## src/usb_sniffer_pkg.sv

```systemverilog
/*
 * Shared types, log word layout and USB PID codes for the bus-capture engine.
 * Imported by every design block that builds or moves log words.
 */
`default_nettype none

package usb_sniffer_pkg;

    //----------------------------------------------------------
    // Data widths
    //----------------------------------------------------------
    typedef logic [7:0]  utmi_byte_t;
    typedef logic [7:0]  pid_t;
    typedef logic [10:0] frame_num_t;
    typedef logic [15:0] token_data_t;
    typedef logic [15:0] data_len_t;
    typedef logic [31:0] log_word_t;
    typedef logic [31:0] mem_addr_t;

    // Header type field, code 2 (bus reset) not produced here
    typedef enum logic [3:0]
    {
        LOG_TYPE_SOF    = 4'd1,
        LOG_TYPE_TOKEN  = 4'd3,
        LOG_TYPE_HSHAKE = 4'd4,
        LOG_TYPE_DATA   = 4'd5
    } log_type_t;

    // What the receiver presents in one cycle
    typedef enum logic [2:0]
    {
        EVT_NONE,
        EVT_SOF,
        EVT_TOKEN,
        EVT_HSHAKE,
        EVT_DATA_BYTE,
        EVT_DATA_FLUSH,
        EVT_DATA_END
    } rx_evt_t;

    //----------------------------------------------------------
    // Log word field positions
    //----------------------------------------------------------
    localparam int LOG_PID_LSB   = 0;
    localparam int LOG_PID_W     = 4;
    // Token bytes or data length
    localparam int LOG_FIELD_LSB = 4;
    localparam int LOG_FRAME_LSB = 0;
    localparam int LOG_CYCLE_LSB = 20;
    localparam int LOG_CYCLE_W   = 8;
    localparam int LOG_TYPE_LSB  = 28;

    // Byte step between log words
    localparam mem_addr_t WORD_BYTES = 32'd4;

    //----------------------------------------------------------
    // PID codes
    //----------------------------------------------------------
    localparam pid_t PID_OUT   = 8'hE1;
    localparam pid_t PID_IN    = 8'h69;
    localparam pid_t PID_SOF   = 8'hA5;
    localparam pid_t PID_SETUP = 8'h2D;
    localparam pid_t PID_PING  = 8'hB4;
    localparam pid_t PID_DATA0 = 8'hC3;
    localparam pid_t PID_DATA1 = 8'h4B;
    localparam pid_t PID_DATA2 = 8'h87;
    localparam pid_t PID_MDATA = 8'h0F;
    localparam pid_t PID_ACK   = 8'hD2;
    localparam pid_t PID_NAK   = 8'h5A;
    localparam pid_t PID_STALL = 8'h1E;
    localparam pid_t PID_NYET  = 8'h96;
    localparam pid_t PID_PRE   = 8'h3C;
    localparam pid_t PID_SPLIT = 8'h78;

endpackage

`default_nettype wire

```

## src/usb_rx_event_if.sv

```systemverilog
/*
 * Decoded packet events, one per cycle, from the UTMI receiver to the word builder.
 */
`timescale 1ns/100ps
`default_nettype none

interface usb_rx_event_if;
    import usb_sniffer_pkg::*;

    rx_evt_t     evt;
    pid_t        pid;
    frame_num_t  frame;
    token_data_t token;
    // Payload bytes seen before this cycle
    data_len_t   count;
    utmi_byte_t  data;

    modport rx_mp
    (
        output evt, pid, frame, token, count, data
    );

    modport build_mp
    (
        input evt, pid, frame, token, count, data
    );

endinterface

`default_nettype wire

```

## src/utmi_packet_rx.sv

```systemverilog
/*
 * UTMI receive side packet decoder. Classifies each packet by PID and
 * presents token, SOF, handshake and payload events on the event interface.
 */
`timescale 1ns/100ps
`default_nettype none

module utmi_packet_rx
(
    input  logic                          clk_i,
    input  logic                          rst_i,
    input  usb_sniffer_pkg::utmi_byte_t   utmi_data_i,
    input  logic                          utmi_rxvalid_i,
    input  logic                          utmi_rxactive_i,
    input  logic                          enable_i,
    usb_rx_event_if.rx_mp                 evt
);
    import usb_sniffer_pkg::*;

    typedef enum logic [3:0]
    {
        RX_IDLE,
        RX_TOKEN2,
        RX_TOKEN3,
        RX_TOKEN_DONE,
        RX_SOF2,
        RX_SOF3,
        RX_SOF_DONE,
        RX_DATA,
        RX_DATA_DONE,
        RX_HSHAKE_DONE,
        RX_IGNORE
    } rx_state_t;

    rx_state_t   state_q;
    rx_state_t   next_state_r;
    logic        active_q;
    pid_t        pid_q;
    frame_num_t  frame_q;
    token_data_t token_q;
    data_len_t   count_q;

    //----------------------------------------------------------
    // Packet framing
    //----------------------------------------------------------
    wire sample_w    = utmi_rxvalid_i && utmi_rxactive_i;
    // First valid byte while idle is the PID
    wire start_pkt_w = !active_q && sample_w && enable_i;

    always_ff @(posedge clk_i or posedge rst_i)
    begin
        if (rst_i)
            active_q <= 1'b0;
        else if (!active_q)
            active_q <= start_pkt_w;
        else if (!utmi_rxactive_i)
            active_q <= 1'b0;
    end

    //----------------------------------------------------------
    // PID state machine
    //----------------------------------------------------------
    always_comb
    begin
        next_state_r = state_q;
        case (state_q)
        // Done states fall back to idle but still accept a back-to-back PID
        RX_IDLE, RX_TOKEN_DONE, RX_SOF_DONE, RX_DATA_DONE, RX_HSHAKE_DONE:
        begin
            next_state_r = RX_IDLE;
            if (start_pkt_w)
            begin
                case (utmi_data_i)
                PID_OUT, PID_IN, PID_SETUP, PID_PING:
                    next_state_r = RX_TOKEN2;
                PID_SOF:
                    next_state_r = RX_SOF2;
                PID_DATA0, PID_DATA1, PID_DATA2, PID_MDATA:
                    next_state_r = RX_DATA;
                PID_ACK, PID_NAK, PID_STALL, PID_NYET:
                    next_state_r = RX_HSHAKE_DONE;
                // PRE, SPLIT and unknown codes, not logged
                default:
                    next_state_r = RX_IGNORE;
                endcase
            end
        end
        RX_TOKEN2, RX_TOKEN3, RX_SOF2, RX_SOF3:
        begin
            if (sample_w)
                next_state_r = rx_state_t'(state_q + 4'd1);
            else if (!utmi_rxactive_i)
                next_state_r = RX_IDLE;
        end
        RX_DATA:
        begin
            if (!utmi_rxactive_i)
                next_state_r = RX_DATA_DONE;
        end
        RX_IGNORE:
        begin
            if (!utmi_rxactive_i)
                next_state_r = RX_IDLE;
        end
        default:
            next_state_r = RX_IDLE;
        endcase
    end

    always_ff @(posedge clk_i or posedge rst_i)
    begin
        if (rst_i)
            state_q <= RX_IDLE;
        else
            state_q <= next_state_r;
    end

    //----------------------------------------------------------
    // Field capture
    //----------------------------------------------------------
    always_ff @(posedge clk_i)
    begin
        if (start_pkt_w)
            pid_q <= utmi_data_i;
        // Frame number is 11 bits, upper CRC bits dropped
        if (state_q == RX_SOF2 && sample_w)
            frame_q[7:0] <= utmi_data_i;
        if (state_q == RX_SOF3 && sample_w)
            frame_q[10:8] <= utmi_data_i[2:0];
        if (state_q == RX_TOKEN2 && sample_w)
            token_q[7:0] <= utmi_data_i;
        if (state_q == RX_TOKEN3 && sample_w)
            token_q[15:8] <= utmi_data_i;
    end

    // Payload byte count
    always_ff @(posedge clk_i or posedge rst_i)
    begin
        if (rst_i)
            count_q <= '0;
        else if (start_pkt_w)
            count_q <= '0;
        else if (state_q == RX_DATA && sample_w)
            count_q <= count_q + data_len_t'(1);
    end

    //----------------------------------------------------------
    // Event output
    //----------------------------------------------------------
    always_comb
    begin
        evt.evt = EVT_NONE;
        case (state_q)
        RX_SOF_DONE:
            evt.evt = EVT_SOF;
        RX_TOKEN_DONE:
            evt.evt = EVT_TOKEN;
        RX_HSHAKE_DONE:
            evt.evt = EVT_HSHAKE;
        RX_DATA_DONE:
            evt.evt = EVT_DATA_END;
        RX_DATA:
        begin
            if (sample_w)
                evt.evt = EVT_DATA_BYTE;
            else if (!utmi_rxactive_i)
                evt.evt = EVT_DATA_FLUSH;
        end
        default:
            evt.evt = EVT_NONE;
        endcase
    end

    assign evt.pid   = pid_q;
    assign evt.frame = frame_q;
    assign evt.token = token_q;
    assign evt.count = count_q;
    assign evt.data  = utmi_data_i;

endmodule

`default_nettype wire

```

## src/log_word_builder.sv

```systemverilog
/*
 * Turns receiver events into 32-bit log words: packed payload words and
 * per-packet headers. Output word and strobe hold while memory stalls.
 */
`timescale 1ns/100ps
`default_nettype none

module log_word_builder
(
    input  logic                         clk_i,
    input  logic                         rst_i,
    usb_rx_event_if.build_mp             ev,
    input  logic                         ignore_sof_i,
    input  logic                         mem_stall_i,
    output logic                         wr_o,
    output usb_sniffer_pkg::log_word_t   word_o
);
    import usb_sniffer_pkg::*;

    log_word_t   pack_q;
    log_word_t   pack_r;
    log_word_t   word_r;
    logic        wr_r;
    logic        hdr_r;
    log_word_t   word_q;
    logic        wr_q;
    logic [15:0] cycle_q;

    //----------------------------------------------------------
    // Payload packing, little-endian
    //----------------------------------------------------------
    always_comb
    begin
        case (ev.count[1:0])
        2'd0:
            pack_r = {24'b0, ev.data};
        2'd1:
            pack_r = {16'b0, ev.data, pack_q[7:0]};
        2'd2:
            pack_r = {8'b0, ev.data, pack_q[15:0]};
        default:
            pack_r = {ev.data, pack_q[23:0]};
        endcase
    end

    always_ff @(posedge clk_i)
    begin
        if (ev.evt == EVT_DATA_BYTE)
            pack_q <= pack_r;
    end

    //----------------------------------------------------------
    // Next log word
    //----------------------------------------------------------
    always_comb
    begin
        word_r = '0;
        wr_r   = 1'b0;
        hdr_r  = 1'b0;
        // Headers all carry the coarse cycle delta
        word_r[LOG_CYCLE_LSB +: LOG_CYCLE_W] = cycle_q[15:8];
        case (ev.evt)
        EVT_SOF:
        begin
            word_r[LOG_FRAME_LSB +: $bits(frame_num_t)] = ev.frame;
            word_r[LOG_TYPE_LSB +: $bits(log_type_t)]   = LOG_TYPE_SOF;
            hdr_r = !ignore_sof_i;
        end
        EVT_TOKEN:
        begin
            word_r[LOG_PID_LSB +: LOG_PID_W]              = ev.pid[3:0];
            word_r[LOG_FIELD_LSB +: $bits(token_data_t)]  = ev.token;
            word_r[LOG_TYPE_LSB +: $bits(log_type_t)]     = LOG_TYPE_TOKEN;
            hdr_r = 1'b1;
        end
        EVT_HSHAKE:
        begin
            word_r[LOG_PID_LSB +: LOG_PID_W]          = ev.pid[3:0];
            word_r[LOG_TYPE_LSB +: $bits(log_type_t)] = LOG_TYPE_HSHAKE;
            hdr_r = 1'b1;
        end
        EVT_DATA_END:
        begin
            word_r[LOG_PID_LSB +: LOG_PID_W]            = ev.pid[3:0];
            word_r[LOG_FIELD_LSB +: $bits(data_len_t)]  = ev.count;
            word_r[LOG_TYPE_LSB +: $bits(log_type_t)]   = LOG_TYPE_DATA;
            hdr_r = 1'b1;
        end
        // Full word on every fourth byte
        EVT_DATA_BYTE:
        begin
            word_r = pack_r;
            wr_r   = (ev.count[1:0] == 2'd3);
        end
        // Partial tail only, upper bytes already zero
        EVT_DATA_FLUSH:
        begin
            word_r = pack_q;
            wr_r   = (ev.count[1:0] != 2'd0);
        end
        default:
            wr_r = 1'b0;
        endcase
        wr_r = wr_r || hdr_r;
    end

    //----------------------------------------------------------
    // Output register, frozen under stall
    //----------------------------------------------------------
    always_ff @(posedge clk_i or posedge rst_i)
    begin
        if (rst_i)
            wr_q <= 1'b0;
        else if (!wr_q || !mem_stall_i)
            wr_q <= wr_r;
    end

    always_ff @(posedge clk_i)
    begin
        if (!wr_q || !mem_stall_i)
            word_q <= word_r;
    end

    // Ticks since last header, saturating
    always_ff @(posedge clk_i or posedge rst_i)
    begin
        if (rst_i)
            cycle_q <= '0;
        else if (hdr_r)
            cycle_q <= '0;
        else if (cycle_q != 16'hFFFF)
            cycle_q <= cycle_q + 16'd1;
    end

    assign wr_o   = wr_q;
    assign word_o = word_q;

endmodule

`default_nettype wire

```

## src/log_mem_writer.sv

```systemverilog
/*
 * Write-only Wishbone master into a circular log buffer.
 * Steps the address on each accepted write and keeps the sticky status flags.
 */
`timescale 1ns/100ps
`default_nettype none

module log_mem_writer
(
    input  logic                         clk_i,
    input  logic                         rst_i,
    input  logic                         enable_i,
    input  usb_sniffer_pkg::mem_addr_t   buffer_base_i,
    input  usb_sniffer_pkg::mem_addr_t   buffer_end_i,
    input  logic                         wr_i,
    input  usb_sniffer_pkg::log_word_t   word_i,
    input  logic                         mem_stall_i,
    output usb_sniffer_pkg::mem_addr_t   mem_addr_o,
    output usb_sniffer_pkg::log_word_t   mem_data_o,
    output logic [3:0]                   mem_sel_o,
    output logic                         mem_stb_o,
    output logic                         mem_we_o,
    output logic                         sts_wrapped_o,
    output logic                         sts_triggered_o
);
    import usb_sniffer_pkg::*;

    logic      enable_q;
    mem_addr_t addr_q;
    logic      wrapped_q;
    logic      triggered_q;

    // Capture restart on enable rising edge
    wire enable_rise_w = enable_i && !enable_q;
    wire accept_w      = wr_i && !mem_stall_i;

    always_ff @(posedge clk_i or posedge rst_i)
    begin
        if (rst_i)
        begin
            enable_q    <= 1'b0;
            addr_q      <= '0;
            wrapped_q   <= 1'b0;
            triggered_q <= 1'b0;
        end
        else
        begin
            enable_q <= enable_i;
            if (enable_rise_w)
            begin
                addr_q      <= buffer_base_i;
                wrapped_q   <= 1'b0;
                triggered_q <= 1'b0;
            end
            else if (accept_w)
            begin
                triggered_q <= 1'b1;
                // Last slot taken, go back to base
                if (addr_q == buffer_end_i)
                begin
                    addr_q    <= buffer_base_i;
                    wrapped_q <= 1'b1;
                end
                else
                    addr_q <= addr_q + WORD_BYTES;
            end
        end
    end

    //----------------------------------------------------------
    // Wishbone outputs
    //----------------------------------------------------------
    assign mem_addr_o      = addr_q;
    assign mem_data_o      = word_i;
    assign mem_sel_o       = 4'b1111;
    assign mem_stb_o       = wr_i;
    assign mem_we_o        = 1'b1;
    assign sts_wrapped_o   = wrapped_q;
    assign sts_triggered_o = triggered_q;

endmodule

`default_nettype wire

```

## src/usb_sniffer_top.sv

```systemverilog
/*
 * USB bus-capture engine top level. UTMI receive side in, log words out
 * over a write-only Wishbone master; configuration on plain ports.
 */
`timescale 1ns/100ps
`default_nettype none

module usb_sniffer_top
(
    input  logic                         clk_i,
    input  logic                         rst_i,

    // UTMI receive side
    input  usb_sniffer_pkg::utmi_byte_t  utmi_data_i,
    input  logic                         utmi_rxvalid_i,
    input  logic                         utmi_rxactive_i,

    // Configuration
    input  logic                         enable_i,
    input  logic                         ignore_sof_i,
    input  usb_sniffer_pkg::mem_addr_t   buffer_base_i,
    input  usb_sniffer_pkg::mem_addr_t   buffer_end_i,

    // Wishbone master, write only
    output usb_sniffer_pkg::mem_addr_t   mem_addr_o,
    output usb_sniffer_pkg::log_word_t   mem_data_o,
    output logic [3:0]                   mem_sel_o,
    output logic                         mem_stb_o,
    output logic                         mem_we_o,
    input  logic                         mem_stall_i,

    // Status
    output logic                         sts_wrapped_o,
    output logic                         sts_triggered_o
);
    import usb_sniffer_pkg::*;

    logic      wr_w;
    log_word_t word_w;

    usb_rx_event_if u_evt_if ();

    //----------------------------------------------------------
    // Receiver, word builder, memory writer
    //----------------------------------------------------------
    utmi_packet_rx u_rx
    (
        .clk_i           (clk_i),
        .rst_i           (rst_i),
        .utmi_data_i     (utmi_data_i),
        .utmi_rxvalid_i  (utmi_rxvalid_i),
        .utmi_rxactive_i (utmi_rxactive_i),
        .enable_i        (enable_i),
        .evt             (u_evt_if.rx_mp)
    );

    log_word_builder u_builder
    (
        .clk_i        (clk_i),
        .rst_i        (rst_i),
        .ev           (u_evt_if.build_mp),
        .ignore_sof_i (ignore_sof_i),
        .mem_stall_i  (mem_stall_i),
        .wr_o         (wr_w),
        .word_o       (word_w)
    );

    log_mem_writer u_writer
    (
        .clk_i           (clk_i),
        .rst_i           (rst_i),
        .enable_i        (enable_i),
        .buffer_base_i   (buffer_base_i),
        .buffer_end_i    (buffer_end_i),
        .wr_i            (wr_w),
        .word_i          (word_w),
        .mem_stall_i     (mem_stall_i),
        .mem_addr_o      (mem_addr_o),
        .mem_data_o      (mem_data_o),
        .mem_sel_o       (mem_sel_o),
        .mem_stb_o       (mem_stb_o),
        .mem_we_o        (mem_we_o),
        .sts_wrapped_o   (sts_wrapped_o),
        .sts_triggered_o (sts_triggered_o)
    );

endmodule

`default_nettype wire

```

## config.mk

```make
export PLATFORM = sky130hd
export DESIGN_NAME = usb_sniffer_top
export DESIGN_NICKNAME = d
export VERILOG_FILES = /design/src/usb_sniffer_pkg.sv /design/src/usb_rx_event_if.sv /design/src/utmi_packet_rx.sv /design/src/log_word_builder.sv /design/src/log_mem_writer.sv /design/src/usb_sniffer_top.sv
export SDC_FILE = /design/constraint.sdc
export NUM_CORES = 1
export LEC_CHECK = 0
export ABC_AREA = 1
export BUFFER_PORTS_ARGS = -buffer_cell sky130_fd_sc_hd__buf_2
export CAP_MARGIN = 5
export CORE_MARGIN = 2
export CORE_UTILIZATION = 58
export CTS_CLUSTER_SIZE = 28
export DETAILED_ROUTE_END_ITERATION = 7
export PLACE_DENSITY = 0.81
export SETUP_SLACK_MARGIN = 0.15
export SLEW_MARGIN = 20
export SYNTH_ARGS = -nofsm -noshare
export SYNTH_HDL_FRONTEND = slang
export SYNTH_SLANG_ARGS = --single-unit
```

## constraint.sdc

```tcl
create_clock -name clk_i -period 2.6 [get_ports clk_i]
set_input_delay 0.52 -clock clk_i [delete_from_list [all_inputs] [get_ports clk_i]]
set_output_delay 0.52 -clock clk_i [all_outputs]
set_load 0.01 [all_outputs]
```

# After elaboration in Yosys (flattened, before gate mapping)

Cells that the tools add are included.

Memory bits (writable): 0
Flip-flop bits (word level): 168
Output and inout port bits: 72
Input bits: 79
Bits in read-only memories: 0
Word-level logic and storage cells: 117
Memories: 0
Bits in latches: 0

Multiplexer cells: 31
Shift-type cells: 0
Divide/modulo/power cells: 0
Equal/unequal tests: 35
Bitwise logic cells: 0
Multiply operators: 0
Reductions and logical operators: 31
Magnitude comparators: 0
Add/subtract/negate cells: 4

Operators by type and width:

| kind                                                | number |
|---|---|
| 2-to-1 mux 32 bit                                   | 3 |
| one-hot mux 32 bit (3 select lines)                 | 1 |
| 2-to-1 mux 16 bit                                   | 4 |
| equality test 8 bit, second input constant          | 7 |
| one-hot mux 4 bit (4 select lines)                  | 3 |
| one-hot mux 9 bit (4 select lines)                  | 1 |
| one-hot mux 7 bit (5 select lines)                  | 1 |
| adder 16 x 1 -> 16 bit, second input constant       | 2 |
| adder 32 x 3 -> 32 bit, second input constant       | 1 |
| equality test 32 bit                                | 1 |
| equality test 8 x 7 -> 1 bit, second input constant | 3 |
| one-hot mux 4 bit (6 select lines)                  | 1 |
| equality test 4 x 3 -> 1 bit, second input constant | 4 |
| 2-to-1 mux 4 bit                                    | 4 |
| != test 16 bit, second input constant               | 1 |
| one-hot mux 8 bit (2 select lines)                  | 1 |
| OR reduction 4 bit                                  | 4 |
| one-hot mux 3 bit (5 select lines)                  | 1 |
| equality test 4 bit, second input constant          | 3 |
| logical AND 1 bit                                   | 10 |
| nonzero test 2 bit                                  | 5 |
| equality test 3 bit, second input constant          | 3 |
| equality test 4 x 2 -> 1 bit, second input constant | 2 |
| equality test 8 x 4 -> 1 bit, second input constant | 1 |
| 19 further kinds                                    | 34 |

# Depth between registers and ports, before layout

Gate-level depths: netlist of run 1.

Word-level depth: 7
Gate-level depth with buffers: 13
Depth with buffers taken out: 12

# By module

Synthesis of run 1 repeated with hierarchy kept, for this count alone.

Cells, all modules: 1265
Area total of the unflattened synthesis: 10647.7 µm²

Modules (own cells, without submodules):

| module           | cells an instance | area each (µm²) | sequential area each (µm²) | instances |
|---|---|---|---|---|
| log_word_builder | 437               | 4017.6          | 2347.3                     | 1 |
| log_mem_writer   | 559               | 3958.8          | 875.8                      | 1 |
| utmi_packet_rx   | 269               | 2671.3          | 1576.5                     | 1 |

# Worst setup path after synthesis of run 1

Ideal clock, no wire load.

Path type: flip-flop to flip-flop
Start point: register u_rx.state_q[1]
End point: register u_builder.pack_q[0] (enable)
Stages on the path, launching flop included: 7
Slack: 0.427 ns
Arrival: 1.796 ns
Library setup time: 0.377 ns
Period minus slack after synthesis: 2.173 ns
Buffers on the path: 1
Data required time: 2.223 ns
Cells stage by stage: dfrtp_1 inv_1 ha_1 nand3_1 nand3_1 nor2_2 buf_2

Longest elaborated chain between the ends: 3
Elaborated cells between the ends (all ways): 7
Classes of those cells: eq/ne: 6; mux: 1

Ends and longest elaborated chain:

| what                                                       | line                   | RTL |
|---|---|---|
| from (decl)                                                | utmi_packet_rx.sv:35   | `rx_state_t state_q;` |
| from (signal assigned)                                     | utmi_packet_rx.sv:115  | `state_q <= next_state_r;` |
| equality test 4 x 3 -> 1 bit, or another cell as far along | utmi_packet_rx.sv:153  | `case (state_q)` |
| one-hot mux 3 bit (5 select lines) (*)                     | utmi_packet_rx.sv:153  |  |
| equality test 3 bit (*)                                    | log_word_builder.sv:48 | `if (ev.evt == EVT_DATA_BYTE)` |
| to (signal assigned)                                       | log_word_builder.sv:49 | `pack_q <= pack_r;` |
| to (decl)                                                  | log_word_builder.sv:20 | `log_word_t pack_q;` |

Every way passes the cells marked *; elsewhere a longest branch is shown, timed or not.
A chain may end at the register's enable or synchronous reset.

# Worst setup path after layout of run 1

Start point: register u_rx.state_q[1]
End point: register u_builder.word_q[5], in the netlist u_builder.word_o[5], data pin

Longest elaborated chain between the ends: 4
Elaborated cells between the ends (all ways): 12
Classes of those cells: eq/ne: 10; mux: 2

Ends and longest elaborated chain:

| what                                                       | line                    | RTL |
|---|---|---|
| equality test 4 x 3 -> 1 bit, or another cell as far along | utmi_packet_rx.sv:153   |  |
| one-hot mux 3 bit (5 select lines) (*)                     | utmi_packet_rx.sv:153   |  |
| equality test 3 bit, or another cell as far along          | log_word_builder.sv:62  | `case (ev.evt)` |
| one-hot mux 7 bit (5 select lines) (*)                     | log_word_builder.sv:62  |  |
| net u_builder.word_r[5]                                    | log_word_builder.sv:22  | `log_word_t word_r;` |
| to (signal assigned)                                       | log_word_builder.sv:121 | `word_q <= word_r;` |
| to (decl)                                                  | log_word_builder.sv:25  | `log_word_t word_q;` |

The timed path passes the listed nets; every way through them passes the cells marked *.

==> results of run 1 <==
==> per-stage QoR <==
step | util (%) | setup WS, ps
floorplan | - | 227
global placement | 65.2 | 315
detailed placement | 65.2 | 285
CTS | 68.9 | 267
global route | 69.1 | 222
finish | 69.1 | 352
==> cell families (layout without fill, tap and decap cells) <==
family                     after synthesis  count (layout)  share of synthesized area (%)
AOI/OAI and AO/OA                      108             108                           6.86
xor gates and xnor gates                43              43                           3.90
adders and majority gates               10              10                           1.29
buffers and inverters                  198             367                           8.06
DFF                                    168             168                           48.4
other                                    1               6                         0.0388
and+or+nand+nor                        717             717                           31.4
==> synth_stat cells, drive strengths merged, types with 10 or more instances <==
master	instances	area (sq um)
nand2	444	1680
nand3	110	556
nand4	21	131
a21oi	19	98.9
xnor2	32	280
ha	10	125
o21ai	44	220
inv	160	601
o22ai	14	87.6
o2111ai	16	140
nor2	103	438
buf	18	101
dfrtp	73	1830
edfxtp	95	2850
nor3	23	130
clkbuf	18	68.8
xor2	11	96.3
==> what timing repair did <==
action | in CTS | in global routing
setup endpoints to repair | 0 | 7
resized for setup | 0 | 0
setup buffers | 0 | 3
==> state kept, by name (all words and copies together), names as in the netlist <==
signal and flops:
u_builder.pack_q 32, u_builder.wr_o 1, u_builder.word_o 32, u_builder.cycle_q 16, u_rx.evt.frame 11, u_rx.active_q 1
u_rx.evt.token 16, u_rx.state_q 4, u_rx.evt.pid 4, u_rx.evt.count 16, u_writer.mem_addr_o 32, u_writer.sts_wrapped_o 1
u_writer.sts_triggered_o 1, u_writer.enable_q 1
==> per-layer routing <==
| layer | up-vias | global-route usage (%) | part of all wire (%) |
|---|---|---|---|
| li1 | 4371 | - | - |
| met1 | 4112 | 41.5 | 41 |
| met2 | 510 | 47.7 | 46 |
| met3 | 68 | 5.67 | 10 |
| met4 | 0 | 12.2 | 2.8 |
| met5 | - | 0 | 0 |
==> cell type report <==
class                           count  area, sq um  area share, %
Timing Repair Buffer              173          973           8.55
Tap cell                          220          275           2.42
Antenna cell                        1         2.50         0.0220
Multi-Input combinational cell    883         4230           37.1
Clock buffer                       17          425           3.74
Inverter                          162          609           5.35
Sequential cell                   168         4680           41.1
Clock inverter                     15          191           1.68
==> final timing paths <==
| check | depth (start not counted) | to | startpoint | slack, ps |
|---|---|---|---|---|
| max | 11 | u_builder.word_o[5] | u_rx.state_q[1] | 350 |
| min | 3 | u_writer.mem_addr_o[14] | rst_i | 160 |
| max reg2reg | 11 | u_builder.word_o[5] | u_rx.state_q[1] | 350 |
| min reg2reg | 2 | u_writer.sts_triggered_o | u_writer.sts_triggered_o | 520 |
| max in group asynchronous | 3 | u_rx.evt.count[14] | rst_i | 2120 |
| min in group clk_i | 1 | u_writer.enable_q | enable_i | 290 |
==> critical path: stages (launching register included) <==
cell,delay (ps)
dfrtp_1,440
inv_1,130
ha_1,250
nand3_1,210
nand3_1,250
nor2_4,70
buf_12,150
buf_4,160
nand2_1,50
o21ai_0,80
nor2_1,130
nand2_1,60
==> power breakdown <==
group / internal [mW] / total [mW] / leakage (nW) / switching, mW
logic: 0.715 / 1.70 / 3.26 / 0.986
clock network: 1.32 / 2.60 / 0.300 / 1.28
registers: 3.11 / 3.53 / 1.90 / 0.421
total: 5.14 / 7.83 / 5.46 / 2.69
==> layout by cell type, fill, tap and decap left out, types with 16 or more instances in the layout <==
cell type,netlist,layout
a21oi_1,18,18
edfxtp_1,95,95
o2111ai_1,16,16
o21ai_0,44,44
buf_4,5,25
nand3_1,109,109
inv_1,153,152
clkbuf_16,0,17
nand4_1,21,21
nor3_1,20,20
xnor2_1,32,32
buf_2,12,145
dfrtp_1,73,73
nand2_1,439,439
nor2_1,94,94
==> results.cfg, run 1 <==
[cells_and_area]
area_growth_pct = 17.8
num-fill-cells = 1357
fin_area_sq_mm = 0.0114
drive_above_1_share_pct = 16.6
finalNonFillerCells = 1639
nNetsFinal = 1494

[drt]
drc_errors = 0
drtIter0Drc = 882
postRouteWirelength_mm = 26.5
ant_nets = 0
vias = 9061
drtPass1Iterations = 6
avgViaCountPerCell = 5.53
avgRoutedWirePerCell_um = 16.2

[clock_tree]
numCtsBuffers = 17
clk_pin_slew_ps = 80
insertion_delay_ps = 450
cts_tree = yes
cts_root_buffer = clkbuf_16
cts_htree_levels = 4
hold_buffers = 0
ctsLongestPathBuffers = 2
cts.sinks = 168

[synthesis]
synth_seq_area_share_pct = 48.4
ys.flop_type = edfxtp_1
ys.warnings.count = 0
synth_seq_cells = 168
synth_area_sq_mm = 0.00967
synth_edf_count = 95
synth_cells = 1245
ys_types = 43
synthArstFlopShare_pct = 43.5
synth_area_per_cell_sq_um = 7.77

[placement]
place.port_buffers = 145
gp_congestion = 0.930
dpl.cell_count = 1603
hpwl_mm = 18.8
placed_area_sq_mm = 0.0107

[die]
die_area_sq_mm = 0.0177
die_w_um = 133
row_count = 47
core-area_sq_mm = 0.0165
initial_core_util_pct = 58.7
die_h_um = 133
pin_count = 151

[critical_path]
start_kind = flop
end_kind = flop
path_max_fanout = 13
crit_type = reg -> reg
cp.arrival_ps = 2450
crit_required_ps = 2800

[timing]
fmax_ghz = 0.445
finalClockSkew_ps = 10.6
hold_ws_ps = 158
finalSetupTns_ps = 0
tightest_slew_ps = 1000
setup_viol = 0
rsz0062_at_grt = false
slew_viol_final = 0
min_period_ps = 2250
maxSlewHeadroom_pct = 33.0
hold_violations = 0
fin_crit_sh_pct = 86.5

[global_route]
grt_pass1_vias = 8262
grt_max_degree = 74
grt_pass1_wl_mm = 41.9
track_usage_pct = 30.1
grt_overflow = 0
grt_antenna_before_repair = 1

[pwr]
p_per_area_mw_per_mm2 = 687
finalPower_mw = 7.83
ir_drop_mv = 0.545
leakagePower_nw = 5.46

[hold_path]
hold_class = in -> async

[job]
cap_violations = 0

[run_status]
status = complete, no violations
(Power assumes the default switching activity.)
==> run 2: changes to the inputs <==
Settings changed: MAX_ROUTING_LAYER from default to met4.
==> run 2 against run 1 <==
Die area did not move; via count down 0.36%; clock-buffer cell count did not move; flip-flop and latch count is the same; routed wire length shrank 0.75%; cell count shrank 0.31%; utilization decreased by 0.43 points; power down 1.1%; critical endpoint is now u_builder.word_o[7]; clock power shrank 3%.
==> results.cfg, run 2 (synthesized netlist as in run 1, its figures left out) <==
[run_status]
status = complete, no violations

[drt]
drtPass1Iterations = 8
drtIter0Drc = 1127
avgRoutedWirePerCell_um = 16.1
postRouteWirelength_mm = 26.3
avgViaCountPerCell = 5.53
ant_nets = 0
drc_errors = 0
vias = 9028

[global_route]
grt_overflow = 0
grt_pass1_wl_mm = 42.1
grt_pass1_vias = 8349
grt_max_degree = 74
track_usage_pct = 31.1
grt_antenna_before_repair = 0

[clock_tree]
insertion_delay_ps = 450
cts_root_buffer = clkbuf_16
ctsLongestPathBuffers = 2
clk_pin_slew_ps = 70
cts.sinks = 168
cts_htree_levels = 4
post_cts_buffers = 0
cts_tree = yes
numCtsBuffers = 17
hold_buffers = 0
cts_resized = 0

[cells_and_area]
num-fill-cells = 1369
utilization_pct = 68.7
num_antenna_cells = 0
nNetsFinal = 1490
multi_input_area_sq_mm = 0.00423
seqCellArea_sq_mm = 0.00468
mostFrequentLayoutCells = nand2_1 (439), inv_1 (152), buf_2 (145), nand3_1 (109), edfxtp_1 (95)
area_growth_pct = 17.0
fin_area_sq_mm = 0.0113
final_common_cell = nand2_1
drive_above_1_share_pct = 16.4
finalNonFillerCells = 1634

[critical_path]
start_kind = flop
crit-reg2reg-launch = u_rx.evt.count[0]
rr_worst_depth = 8
slowest_delay_ps = 590
crit_path_cell_trace = inv_1 -> ha_1 -> nor3_2 -> o22ai_1 -> nand2_1 -> o21ai_0 -> inv_1 -> o2111ai_1
path_max_fanout = 9
worst_path_max_delay_cell = nor3_2
r2r-end = u_builder.word_o[7]
crit_type = reg -> reg
reg2reg_setup_slack_ps = 270
path_common_cell = inv_1
crit_required_ps = 2770
end_kind = flop
cp.arrival_ps = 2500

[placement]
hpwl_mm = 18.5
place.port_buffers = 145
dp_slack_ps = 352
dpl.cell_count = 1600
placed_area_sq_mm = 0.0107
gp_congestion = 0.954

[timing]
finalSetupTns_ps = 0
slew_viol_final = 0
rsz0062_at_grt = false
min_period_ps = 2330
hold_ws_ps = 145
maxSlewHeadroom_pct = 35.4
tightest_slew_ps = 968
setup_viol = 0
setup_ws_ps = 275
hold_violations = 0
finalClockSkew_ps = 11.6
fin_crit_sh_pct = 89.4
fmax_ghz = 0.430

[hold_path]
hold_class = in -> async

[pwr]
p_sw_mw = 2.64
leakagePower_nw = 5.41
p_seq_share_pct = 45.7
finalPower_mw = 7.74
power_frac_clock_pct = 32.4
p_per_area_mw_per_mm2 = 684
ir_drop_mv = 0.540
power.internal_mw = 5.11
p_comb_share_pct = 21.9
swShare_pct = 34.1

[die]
row_count = 47
die_h_um = 133
pin_count = 151
die_area_sq_mm = 0.0177
core-area_sq_mm = 0.0165
die_w_um = 133
initial_core_util_pct = 58.7

[job]
cap_violations = 0
-- run 2: changes by cell type in the layout (fill, tap and decap cells not counted) --
cell        delta
clkinv_8       -5
inv_8          +1
buf_4          -4
inv_6          +2
clkinvlp_4     +3
diode_2        -1
clkinv_4       -1
-- run 2: critical path, delay by kind of cell, from the launching register on --
kind | cells | cell delay (ps)
simple gates | 2 | 690
flops | 1 | 410
compound gates | 3 | 400
fa+ha+maj | 1 | 360
buf+inv | 2 | 180
-- run 2: worst max-delay path by stage --
stage / startpoint / to / slack, ps / cells after the start
6_report: u_rx.evt.count[0] / u_builder.word_o[7] / 270 / 8
3_3_place_gp: u_rx.evt.count[0] / u_builder.word_o[6] / 380 / 8
2_1_floorplan: rst_i / u_builder.cycle_q[0] / 230 / 1
4_1_cts: u_rx.state_q[1] / u_builder.word_o[7] / 350 / 10
3_5_place_dp: buffer_end_i[2] / u_writer.mem_addr_o[12] / 350 / 12
5_1_grt: u_rx.evt.count[0] / u_builder.word_o[6] / 160 / 8
-- run 2: per-layer routing --
metal | up-vias | track usage, % | routed length (um)
met3 | 64 | 4.57 | 2140
li1 | 4353 | - | -
met4 | 0 | 11.2 | 671
met5 | - | - | 0
met2 | 450 | 49.2 | 12500
met1 | 4161 | 41.5 | 11000
-- run 2: cell type report --
class	count	area share, %
Multi-Input combinational cell	883	37.4
Tap cell	220	2.43
Sequential cell	168	41.4
Timing Repair Buffer	169	8.34
Inverter	162	5.39
Clock inverter	15	1.35
Clock buffer	17	3.76
-- run 2: power by group through the flow --
stage	Combinational [mW]	Sequential, mW	Clock, mW
2_1_floorplan	1.01	3.57	0
3_3_place_gp	1.64	3.57	0
3_5_place_dp	1.68	3.58	0
4_1_cts	1.69	3.52	2.53
5_1_grt	1.90	3.57	2.65
6_report	1.70	3.54	2.51
==> run 3: changes to the inputs <==
Settings changed: SYNTH_HIERARCHICAL from default to 1.
==> run 3 against run 2 <==
Sequential power increased by 16%; synthesized cell count increased by 1.3%; flip-flop and latch count unchanged; setup slack improved by 25 ps; clock skew decreased by 5.4 ps; largest cell class unchanged; highest routed layer unchanged; clock-buffer cell count increased by 2; first-iteration DRC count decreased by 24%; clock power increased by 8.8%; cell count decreased by 1.8%; die area increased by 8.6%; utilization decreased by 3.1 points; critical path type unchanged; synthesized area increased by 8.9%.
==> results.cfg, run 3 <==
[synthesis]
synth_area_per_cell_sq_um = 8.35
synth_cells = 1261
ys.warnings.count = 6
synth_area_sq_mm = 0.0105

[cells_and_area]
nNetsFinal = 1450
utilization_pct = 65.6
final_common_cell = nand2_1
drive_above_1_share_pct = 26.0
mostFrequentLayoutCells = nand2_1 (352), inv_1 (151), buf_2 (145), edfxtp_1 (95), nand3_1 (89)
area_growth_pct = 11.6
num_antenna_cells = 0

[die]
pin_count = 151
die_h_um = 139
core-area_sq_mm = 0.0179
initial_core_util_pct = 58.8
row_count = 49
die_area_sq_mm = 0.0192
die_w_um = 139

[placement]
dp_slack_ps = 196
place.port_buffers = 145
gp_congestion = 0.926
hpwl_mm = 18.3

[critical_path]
crit_path_cell_trace = inv_1 -> ha_1 -> nand3_1 -> o21ai_0 -> buf_4 -> inv_2 -> nand3_1 -> inv_1 -> nand2_1 -> nand2_1 -> a21oi_1 -> nand3_1
rr_worst_depth = 12
crit-reg2reg-launch = u_rx/state_q[1]
end_kind = flop
crit_buf_inv = 4
path_max_fanout = 11
crit_family = buffers and inverters
endpoint = u_builder/word_o[9]
worst_path_max_delay_cell = dfrtp_2
crit_required_ps = 2770
path_depth = 12
path_common_cell = nand3_1
start_kind = flop
slowest_delay_ps = 440
reg2reg_setup_slack_ps = 300
startpoint = u_rx/state_q[1]
crit_type = reg -> reg
r2r-end = u_builder/word_o[9]
cp.arrival_ps = 2470

[pwr]
p_per_area_mw_per_mm2 = 833
leakagePower_nw = 5.67
ir_drop_mv = 0.586

[timing]
slew_viol_final = 0
finalSetupTns_ps = 0
min_period_ps = 2300
hold_ws_ps = 257
rsz0062_at_grt = true
finalClockSkew_ps = 6.21
setup_viol = 0
maxSlewHeadroom_pct = 33.5
fin_crit_sh_pct = 88.5
hold_violations = 0
tightest_slew_ps = 997
fmax_ghz = 0.435
setup_ws_ps = 300

[clock_tree]
cts.sinks = 168
hold_buffers = 0
ctsLongestPathBuffers = 2
numCtsBuffers = 17
insertion_delay_ps = 430
cts_tree = yes
cts_root_buffer = clkbuf_16
cts_htree_levels = 4
clk_pin_slew_ps = 60

[drt]
avgRoutedWirePerCell_um = 15.8
drtIter0Drc = 860
drc_errors = 0
postRouteWirelength_mm = 25.4
avgViaCountPerCell = 5.43
drtPass1Iterations = 6
ant_nets = 0
vias = 8709

[global_route]
grt_pass1_vias = 8231
track_usage_pct = 27.1
grt_overflow = 0
grt_antenna_before_repair = 0
grt_max_degree = 36
grt_pass1_wl_mm = 40.7

[run_status]
status = complete, no violations

[hold_path]
hold_class = in -> async

[job]
cap_violations = 0
==> run 3: area by class of cell <==
cell class	instances	area, sq um
multi-input cells	852	4620
repair buffers	165	926
fillers	1498	6160
flip-flops and latches	168	4680
well taps	229	287
inverters	160	603
clock inverters	12	199
clock buffers	19	433
==> run 3: repair_timing <==
item | CTS | global route
resized for setup | 0 | 5
setup buffers | 0 | 2
endpoints found under the hold margin | 0 | 0
setup endpoints to repair | 0 | 74
==> run 3: through the flow <==
step	area (sq um)	cells	power (mW)
2_1_floorplan	10500	1265	6.35
3_3_place_gp	11100	1572	7.00
3_5_place_dp	11100	1572	7.07
4_1_cts	11700	1603	9.81
5_1_grt	11700	1605	10.3
6_report	11700	1605	9.79
==> run 3: per-layer routing <==
| layer | global-route usage, % | routed length [um] | up-vias |
|---|---|---|---|
| met5 | - | 0 | - |
| met4 | 9.04 | 620 | 0 |
| met3 | 4.80 | 1980 | 44 |
| met2 | 44.0 | 12400 | 379 |
| met1 | 34.9 | 10400 | 4057 |
| li1 | - | - | 4229 |
==> run 3: report_power, final <==
part	leakage (nW)	switching [mW]	internal [mW]
Sequential	1.90	0.692	3.41
Clock	0.298	1.03	1.70
Combinational	3.47	1.71	1.24
==> run 3: worst min-delay path by stage <==
| stage | depth (start not counted) | slack (ps) | end | from |
|---|---|---|---|---|
| 6_report | 2 | 260 | u_builder/cycle_q[7] | rst_i |
| 5_1_grt | 2 | 300 | u_builder/cycle_q[14] | rst_i |
| 4_1_cts | 2 | 270 | u_builder/cycle_q[7] | rst_i |
| 3_5_place_dp | 2 | 510 | u_writer/mem_addr_o[0] | u_writer/mem_addr_o[0] |
| 3_3_place_gp | 2 | 500 | u_writer/sts_triggered_o | u_writer/sts_triggered_o |
| 2_1_floorplan | 1 | 450 | u_builder/cycle_q[0] | rst_i |
